## config.mk

```make
export PLATFORM = sky130hd
export DESIGN_NAME = fetch_queue_top
export DESIGN_NICKNAME = d
export VERILOG_FILES = /design/src/source/core_types_pkg.sv /design/src/source/queue_cfg_pkg.sv /design/src/source/distram_1rport_1wport.sv /design/src/source/fetch_predecode.sv /design/src/source/cb.sv /design/src/source/decode_unpack.sv /design/src/source/fetch_queue_top.sv
export SDC_FILE = /design/constraint.sdc
export NUM_CORES = 1
export LEC_CHECK = 0
export BUFFER_PORTS_ARGS = -buffer_cell sky130_fd_sc_hd__clkbuf_2
export CAP_MARGIN = 20
export CELL_PAD_IN_SITES_DETAIL_PLACEMENT = 2
export CELL_PAD_IN_SITES_GLOBAL_PLACEMENT = 2
export CORE_UTILIZATION = 45
export DETAILED_ROUTE_END_ITERATION = 12
export PLACE_DENSITY = 0.81
export SYNTH_ARGS = -nofsm -noshare
export SYNTH_HDL_FRONTEND = slang
export SYNTH_SLANG_ARGS = --single-unit
export TNS_END_PERCENT = 5
```

## constraint.sdc

```tcl
create_clock -name CLK -period 9.9 [get_ports CLK]
set_clock_uncertainty 0.05 [all_clocks]
set_input_delay 2.97 -clock CLK [delete_from_list [all_inputs] [get_ports CLK]]
set_output_delay 2.97 -clock CLK [all_outputs]
set_load 0.02 [all_outputs]
```

## src/source/core_types_pkg.sv

```systemverilog
package core_types_pkg;

    // --------------------------------------------------------------------
    // basic fetch and decode types

    typedef logic [31:0] pc_t;
    typedef logic [31:0] instr_t;
    typedef logic [4:0]  reg_idx_t;

    typedef enum logic [3:0] {
        OP_BRANCH  = 4'h0,
        OP_JAL     = 4'h1,
        OP_JALR    = 4'h2,
        OP_LOAD    = 4'h3,
        OP_STORE   = 4'h4,
        OP_ALU_IMM = 4'h5,
        OP_ALU_REG = 4'h6,
        OP_LUI     = 4'h7,
        OP_AUIPC   = 4'h8,
        OP_OTHER   = 4'h9
    } op_class_t;

    // major opcodes in instr[6:0]
    localparam logic [6:0] OPC_BRANCH = 7'b1100011;
    localparam logic [6:0] OPC_JAL    = 7'b1101111;
    localparam logic [6:0] OPC_JALR   = 7'b1100111;
    localparam logic [6:0] OPC_LOAD   = 7'b0000011;
    localparam logic [6:0] OPC_STORE  = 7'b0100011;
    localparam logic [6:0] OPC_OP_IMM = 7'b0010011;
    localparam logic [6:0] OPC_OP     = 7'b0110011;
    localparam logic [6:0] OPC_LUI    = 7'b0110111;
    localparam logic [6:0] OPC_AUIPC  = 7'b0010111;

    // one instruction queue entry, 69 bits
    typedef struct packed {
        pc_t       pc;
        instr_t    instr;
        logic      is_compressed;
        op_class_t op_class;
    } istream_entry_t;

endpackage

```

## src/source/queue_cfg_pkg.sv

```systemverilog
package queue_cfg_pkg;

    // queue depth, deliberately not a power of two
    localparam int IQ_ENTRIES = 6;

    localparam int IQ_PTR_W = $clog2(IQ_ENTRIES);

    // occupancy needs to hold 0 through IQ_ENTRIES
    localparam int IQ_CNT_W = IQ_PTR_W + 1;

endpackage

```

## src/source/distram_1rport_1wport.sv

```systemverilog
`timescale 1ns/10ps

module distram_1rport_1wport
    import core_types_pkg::*;
    import queue_cfg_pkg::*;
(
    input  logic                CLK,

    // async read port
    input  logic [IQ_PTR_W-1:0] rindex,
    output istream_entry_t      rdata,

    // sync write port
    input  logic                wen,
    input  logic [IQ_PTR_W-1:0] windex,
    input  istream_entry_t      wdata
);

    istream_entry_t mem [IQ_ENTRIES];

    always_ff @(posedge CLK) begin
        if (wen) begin
            mem[windex] <= wdata;
        end
    end

    assign rdata = mem[rindex];

endmodule

```

## src/source/fetch_predecode.sv

```systemverilog
`timescale 1ns/10ps

module fetch_predecode
    import core_types_pkg::*;
(
    input  logic           CLK,
    input  logic           nRST,

    // fetch strobe
    input  logic           fetch_valid,
    input  pc_t            fetch_pc,
    input  instr_t         fetch_instr,

    // to buffer
    output logic           enq_valid,
    output istream_entry_t enq_data
);

    logic      is_compressed;
    op_class_t op_class;

    // --------------------------------------------------------------------
    // classify by opcode

    assign is_compressed = (fetch_instr[1:0] != 2'b11);

    always_comb begin
        op_class = OP_OTHER;
        if (!is_compressed) begin
            case (fetch_instr[6:0])
                OPC_BRANCH: op_class = OP_BRANCH;
                OPC_JAL:    op_class = OP_JAL;
                OPC_JALR:   op_class = OP_JALR;
                OPC_LOAD:   op_class = OP_LOAD;
                OPC_STORE:  op_class = OP_STORE;
                OPC_OP_IMM: op_class = OP_ALU_IMM;
                OPC_OP:     op_class = OP_ALU_REG;
                OPC_LUI:    op_class = OP_LUI;
                OPC_AUIPC:  op_class = OP_AUIPC;
                default:    op_class = OP_OTHER;
            endcase
        end
    end

    // --------------------------------------------------------------------
    // predecode register

    always_ff @(posedge CLK, negedge nRST) begin
        if (~nRST) begin
            enq_valid <= 1'b0;
        end
        else begin
            enq_valid <= fetch_valid;
        end
    end

    always_ff @(posedge CLK) begin
        if (fetch_valid) begin
            enq_data.pc            <= fetch_pc;
            enq_data.instr         <= fetch_instr;
            enq_data.is_compressed <= is_compressed;
            enq_data.op_class      <= op_class;
        end
    end

endmodule

```

## src/source/cb.sv

```systemverilog
`timescale 1ns/10ps

module cb
    import core_types_pkg::*;
    import queue_cfg_pkg::*;
(
    input  logic           CLK,
    input  logic           nRST,

    // enq
    input  logic           enq_valid,
    input  istream_entry_t enq_data,
    output logic           enq_ready,

    // deq
    output logic           deq_valid,
    output istream_entry_t deq_data,
    input  logic           deq_ready
);

    logic [IQ_PTR_W-1:0] enq_ptr, enq_ptr_plus_1;
    logic [IQ_PTR_W-1:0] deq_ptr, deq_ptr_plus_1;
    logic [IQ_CNT_W-1:0] count;
    logic                deq_fire;

    assign deq_fire = deq_valid & deq_ready;

    // --------------------------------------------------------------------
    // pointer increment

    generate
        if ((IQ_ENTRIES & (IQ_ENTRIES - 1)) == 0) begin : g_pow2
            // natural wrap
            assign enq_ptr_plus_1 = enq_ptr + IQ_PTR_W'(1);
            assign deq_ptr_plus_1 = deq_ptr + IQ_PTR_W'(1);
        end
        else begin : g_wrap
            always_comb begin
                if (enq_ptr == IQ_PTR_W'(IQ_ENTRIES - 1)) begin
                    enq_ptr_plus_1 = '0;
                end
                else begin
                    enq_ptr_plus_1 = enq_ptr + IQ_PTR_W'(1);
                end
                if (deq_ptr == IQ_PTR_W'(IQ_ENTRIES - 1)) begin
                    deq_ptr_plus_1 = '0;
                end
                else begin
                    deq_ptr_plus_1 = deq_ptr + IQ_PTR_W'(1);
                end
            end
        end
    endgenerate

    // --------------------------------------------------------------------
    // pointers, occupancy, deq_valid

    always_ff @(posedge CLK, negedge nRST) begin
        if (~nRST) begin
            enq_ptr   <= '0;
            deq_ptr   <= '0;
            count     <= '0;
            deq_valid <= 1'b0;
        end
        else begin
            if (enq_valid) begin
                enq_ptr <= enq_ptr_plus_1;
            end
            if (deq_fire) begin
                deq_ptr <= deq_ptr_plus_1;
            end
            if (enq_valid & ~deq_fire) begin
                count     <= count + IQ_CNT_W'(1);
                deq_valid <= 1'b1;
            end
            if (deq_fire & ~enq_valid) begin
                count     <= count - IQ_CNT_W'(1);
                deq_valid <= (deq_ptr_plus_1 != enq_ptr);
            end
        end
    end

    // leave room for the entry still sitting in predecode
    assign enq_ready = (count + IQ_CNT_W'(enq_valid)) < IQ_CNT_W'(IQ_ENTRIES);

    distram_1rport_1wport distram_buffer (
        .CLK    (CLK),
        .rindex (deq_ptr),
        .rdata  (deq_data),
        .wen    (enq_valid),
        .windex (enq_ptr),
        .wdata  (enq_data)
    );

endmodule

```

## src/source/decode_unpack.sv

```systemverilog
`timescale 1ns/10ps

module decode_unpack
    import core_types_pkg::*;
(
    input  logic           CLK,
    input  logic           nRST,

    // from buffer
    input  logic           deq_valid,
    input  istream_entry_t deq_data,
    output logic           deq_ready,

    // to decode
    input  logic           decode_ready,
    output logic           decode_valid,
    output pc_t            decode_pc,
    output op_class_t      decode_class,
    output reg_idx_t       decode_rd,
    output reg_idx_t       decode_rs1,
    output reg_idx_t       decode_rs2,
    output logic [31:0]    decode_imm,
    output pc_t            decode_next_pc
);

    instr_t      instr;
    logic [31:0] imm_i, imm_s, imm_b, imm_u, imm_j;
    reg_idx_t    dec_rd, dec_rs1, dec_rs2;
    logic [31:0] dec_imm;
    pc_t         dec_next_pc;
    logic        deq_fire;

    // --------------------------------------------------------------------
    // immediates, all sign-extended

    assign instr = deq_data.instr;
    assign imm_i = {{20{instr[31]}}, instr[31:20]};
    assign imm_s = {{20{instr[31]}}, instr[31:25], instr[11:7]};
    assign imm_b = {{19{instr[31]}}, instr[31], instr[7], instr[30:25], instr[11:8], 1'b0};
    assign imm_u = {instr[31:12], 12'b0};
    assign imm_j = {{11{instr[31]}}, instr[31], instr[19:12], instr[20], instr[30:21], 1'b0};

    // fields the format lacks stay zero
    always_comb begin
        dec_rd  = '0;
        dec_rs1 = '0;
        dec_rs2 = '0;
        dec_imm = '0;
        case (deq_data.op_class)
            OP_BRANCH: begin
                dec_rs1 = instr[19:15];
                dec_rs2 = instr[24:20];
                dec_imm = imm_b;
            end
            OP_STORE: begin
                dec_rs1 = instr[19:15];
                dec_rs2 = instr[24:20];
                dec_imm = imm_s;
            end
            OP_JALR, OP_LOAD, OP_ALU_IMM: begin
                dec_rd  = instr[11:7];
                dec_rs1 = instr[19:15];
                dec_imm = imm_i;
            end
            OP_ALU_REG: begin
                dec_rd  = instr[11:7];
                dec_rs1 = instr[19:15];
                dec_rs2 = instr[24:20];
            end
            OP_JAL: begin
                dec_rd  = instr[11:7];
                dec_imm = imm_j;
            end
            OP_LUI, OP_AUIPC: begin
                dec_rd  = instr[11:7];
                dec_imm = imm_u;
            end
            default: begin
                // compressed and unknown pass through empty
                dec_rd = '0;
            end
        endcase
    end

    assign dec_next_pc = deq_data.pc + (deq_data.is_compressed ? 32'd2 : 32'd4);

    // --------------------------------------------------------------------
    // output register

    assign deq_ready = ~decode_valid | decode_ready;
    assign deq_fire  = deq_valid & deq_ready;

    always_ff @(posedge CLK, negedge nRST) begin
        if (~nRST) begin
            decode_valid <= 1'b0;
        end
        else if (deq_fire) begin
            decode_valid <= 1'b1;
        end
        else if (decode_ready) begin
            decode_valid <= 1'b0;
        end
    end

    always_ff @(posedge CLK) begin
        if (deq_fire) begin
            decode_pc      <= deq_data.pc;
            decode_class   <= deq_data.op_class;
            decode_rd      <= dec_rd;
            decode_rs1     <= dec_rs1;
            decode_rs2     <= dec_rs2;
            decode_imm     <= dec_imm;
            decode_next_pc <= dec_next_pc;
        end
    end

endmodule

```

## src/source/fetch_queue_top.sv

```systemverilog
`timescale 1ns/10ps

module fetch_queue_top
    import core_types_pkg::*;
(
    input  logic        CLK,
    input  logic        nRST,

    // fetch side
    input  logic        fetch_valid,
    input  pc_t         fetch_pc,
    input  instr_t      fetch_instr,
    output logic        fetch_ready,

    // decode side
    input  logic        decode_ready,
    output logic        decode_valid,
    output pc_t         decode_pc,
    output op_class_t   decode_class,
    output reg_idx_t    decode_rd,
    output reg_idx_t    decode_rs1,
    output reg_idx_t    decode_rs2,
    output logic [31:0] decode_imm,
    output pc_t         decode_next_pc
);

    logic           enq_valid;
    istream_entry_t enq_data;
    logic           deq_valid;
    istream_entry_t deq_data;
    logic           deq_ready;

    fetch_predecode predecode (
        .CLK         (CLK),
        .nRST        (nRST),
        .fetch_valid (fetch_valid),
        .fetch_pc    (fetch_pc),
        .fetch_instr (fetch_instr),
        .enq_valid   (enq_valid),
        .enq_data    (enq_data)
    );

    cb buffer (
        .CLK       (CLK),
        .nRST      (nRST),
        .enq_valid (enq_valid),
        .enq_data  (enq_data),
        .enq_ready (fetch_ready),
        .deq_valid (deq_valid),
        .deq_data  (deq_data),
        .deq_ready (deq_ready)
    );

    decode_unpack unpack (
        .CLK            (CLK),
        .nRST           (nRST),
        .deq_valid      (deq_valid),
        .deq_data       (deq_data),
        .deq_ready      (deq_ready),
        .decode_ready   (decode_ready),
        .decode_valid   (decode_valid),
        .decode_pc      (decode_pc),
        .decode_class   (decode_class),
        .decode_rd      (decode_rd),
        .decode_rs1     (decode_rs1),
        .decode_rs2     (decode_rs2),
        .decode_imm     (decode_imm),
        .decode_next_pc (decode_next_pc)
    );

endmodule

```

==> results.cfg <==
[outcome]
status = finished clean

[routing]
routed_wl_um = 66600
drc = 0
via_per_inst = 5.86
dr.pass1.iters = 5
ant_nets = 0
drt_iter0_markers = 789
avgRoutedWirePerCell_um = 33.2
vias = 11700

[min_path]
hold_path_class = reg2reg
holdPathStages = 1
hold_end = buffer.count[3]
min-delay-start = buffer.count[3]

[setup_path]
critPathCaptureType = output port
path_cells = inv_1 > nor2_1 > ha_1 > inv_1 > o22ai_1 > a221oi_1 > clkbuf_2
crit_arrival_ns = 2.36
worstSetupPathDepth = 7
r2r-start = buffer.deq_ptr[0]
rrSetupSlack_ns = 5.04
cpPeakStageDelay_ns = 0.41
crit_buf_inv = 3
crit_fanout = 4
r2r_cells = 6
cp-start-kind = flip-flop
reg2reg_to = unpack.decode_imm[23]
path_class = reg2out
cp_common_cell = inv_1
required_ns = 6.88
crit_family = buffers and inverters
slowest_stage = dfrtp_1

[sta]
finalCriticalPeriod_ns = 5.38
setup_violations = 0
layout_setup_ws_ns = 4.52
slew_headroom_pct = 20.3
setup_tns_ns = 0
slew_viol_final = 0
hold_slack_ns = 0.483
hold_viol_final = 0
fmax_mhz = 186
worst_pin_slew_ns = 1.19
rsz0062_at_grt = false
finalCritPeriodShare_pct = 54.3

[floorplanning]
coreArea_um2 = 47000
rows = 79
die_h_um = 221
start_util_pct = 46.0
die_w_um = 221
die_area_um2 = 48900
ios = 185

[layout]
drive_above_1_share_pct = 27.5
num_antenna_cells = 0
final_common_cell = edfxtp_1
fin_nets = 1429
stdcell_count = 2006
num-fill-cells = 4060
final_cell_mix = edfxtp_1, clkbuf_2, mux2i_1, nand2_1, nor2_1
final_core_util_pct = 53.3
syn_to_final_growth_pct = 15.8

[cts]
cts_root_buffer = clkbuf_16
cts_tree = done
cts_setup_buffers = 0
ctsResizeCount = 0
cts_buffer_depth = 3
clk_latency_ns = 0.63
htreeDepth = 2
cts.sinks = 561
cts.clk_slew.worst_paths_ns = 0.06
cts-buffers-inserted = 57
cts_hold_buf = 0

[synthesis]
ys_seq_area_share_pct = 77.7
syn-num-nets = 1216
syn_avg_cell_area_um2 = 19.0
dominantRegCellSynth = edfxtp_1
ys_seq_elements = 561
yosysWarnings = 0
ys_async_sr_fraction_pct = 2.32
synth_area_um2 = 21600
synth_edf_count = 548
postSynthCellCount = 1140
ys_types = 56

[placement]
dp.cells = 1899
place.port_buffers = 184
dp_hpwl_um = 41100
gp_congestion = 0.745
pre_cts_ws_ns = 4.26

[power]
pwr_density_cell_nw_per_um2 = 345
ir_drop_v = 0.000188
p_leak_nw = 8.83

[global_routing]
grt_max_degree = 80
grt_pass1_vias = 12900
grt-ovfl-total = 0
antenna_found_initial = 0
grt_use_total_pct = 27.8
grt_pass1_wl_um = 97000

[job]
max_cap_violations = 0
==> logic make-up after synthesis <==
family,Yosys count,synth area share [%]
AND/OR/NAND/NOR,191,4.34
flip-flops,561,77.7
buffers and inverters,77,2.07
multiplexers,151,10.8
AO/OA/AOI/OAI,115,3.05
adder cells (fa/ha/maj),8,0.533
XOR/XNOR,37,1.50
==> layer usage <==
metal / vias to the layer above / global-route usage [%] / share of wire, %
met2: 359 / 51.0 / 55
li1: 4913 / - / -
met5: - / 0 / 0
met1: 6371 / 34.3 / 39
met3: 105 / 3.61 / 3.8
met4: 0 / 7.47 / 2.4
==> where the power goes <==
| group | switching [mW] | internal [mW] | leakage (nW) | total [mW] |
|---|---|---|---|---|
| combinational | 1.82 | 0.889 | 2.66 | 2.71 |
| sequential | 0.367 | 3.34 | 5.27 | 3.71 |
| clock | 0.969 | 1.24 | 0.903 | 2.21 |
==> cell type report <==
class | count | area, um^2 | share of cell area [%]
clock buffer | 76 | 1530 | 6.11
clock inverter | 29 | 314 | 1.26
inverter | 25 | 93.8 | 0.375
tap | 607 | 759 | 3.04
timing repair buffer | 206 | 1110 | 4.43
multi-input combinational | 502 | 4410 | 17.6
sequential | 561 | 16800 | 67.1
==> sequential cells by signal, summed over array words and instances, names as in the netlist <==
signal	count
unpack.decode_pc	31
buffer.count	4
unpack.decode_rs2	5
predecode.enq_valid	1
buffer.enq_ptr	3
unpack.decode_imm	32
unpack.decode_class	4
unpack.decode_next_pc	32
unpack.decode_rs1	5
unpack.decode_valid	1
buffer.deq_valid	1
buffer.deq_ptr	3
predecode.enq_data	62
unpack.decode_rd	5
buffer.distram_buffer.mem	372
==> worst register-to-register path: cells and delay by family (launching register included) <==
kind | cells | cell delay, ns
buffers and inverters | 2 | 1.06
muxes | 2 | 1.32
AOI/OAI and AO/OA | 2 | 1.29
DFF | 1 | 0.79
==> metrics by stage <==
stage	power, mW	area, um^2
global placement	6.11	23100
detailed placement	6.42	23100
global route	8.93	25000
floorplan	5.39	21600
finish	8.63	25000
CTS	8.69	25000
==> worst max-delay path by stage <==
stage                                   start               to  slack (ns)
final                     predecode.enq_valid      fetch_ready        4.52
after global routing      predecode.enq_valid      fetch_ready        4.33
after CTS                 predecode.enq_valid      fetch_ready        4.44
after detailed placement         decode_ready  buffer.count[3]        4.26
after global placement           decode_ready  buffer.count[3]        4.44
after floorplan                  decode_ready  buffer.count[3]        1.78
==> cells in the mapped netlist, drive strengths merged, types with 4 or more instances <==
| cell type | count | area share [%] |
|---|---|---|
| xnor2 | 21 | 0.85 |
| a21o | 4 | 0.14 |
| nor2 | 64 | 1.1 |
| a31oi | 6 | 0.17 |
| dfrtp | 13 | 1.5 |
| nand2 | 65 | 1.1 |
| edfxtp | 548 | 76 |
| xor2 | 16 | 0.65 |
| nand3b | 4 | 0.16 |
| mux2 | 25 | 1.3 |
| nor4 | 11 | 0.49 |
| mux2i | 65 | 3.0 |
| clkbuf | 20 | 0.35 |
| and3 | 5 | 0.14 |
| o21ai | 58 | 1.3 |
| a2bb2oi | 6 | 0.24 |
| ha | 6 | 0.35 |
| and3b | 4 | 0.16 |
| nand3 | 11 | 0.28 |
| a21oi | 26 | 0.60 |
| nand4 | 4 | 0.12 |
| mux4 | 61 | 6.5 |
| nand2b | 4 | 0.12 |
| inv | 25 | 0.43 |
| buf | 32 | 1.3 |
| nor3 | 10 | 0.23 |
No activity file was read; power rests on OpenSTA's default activity.
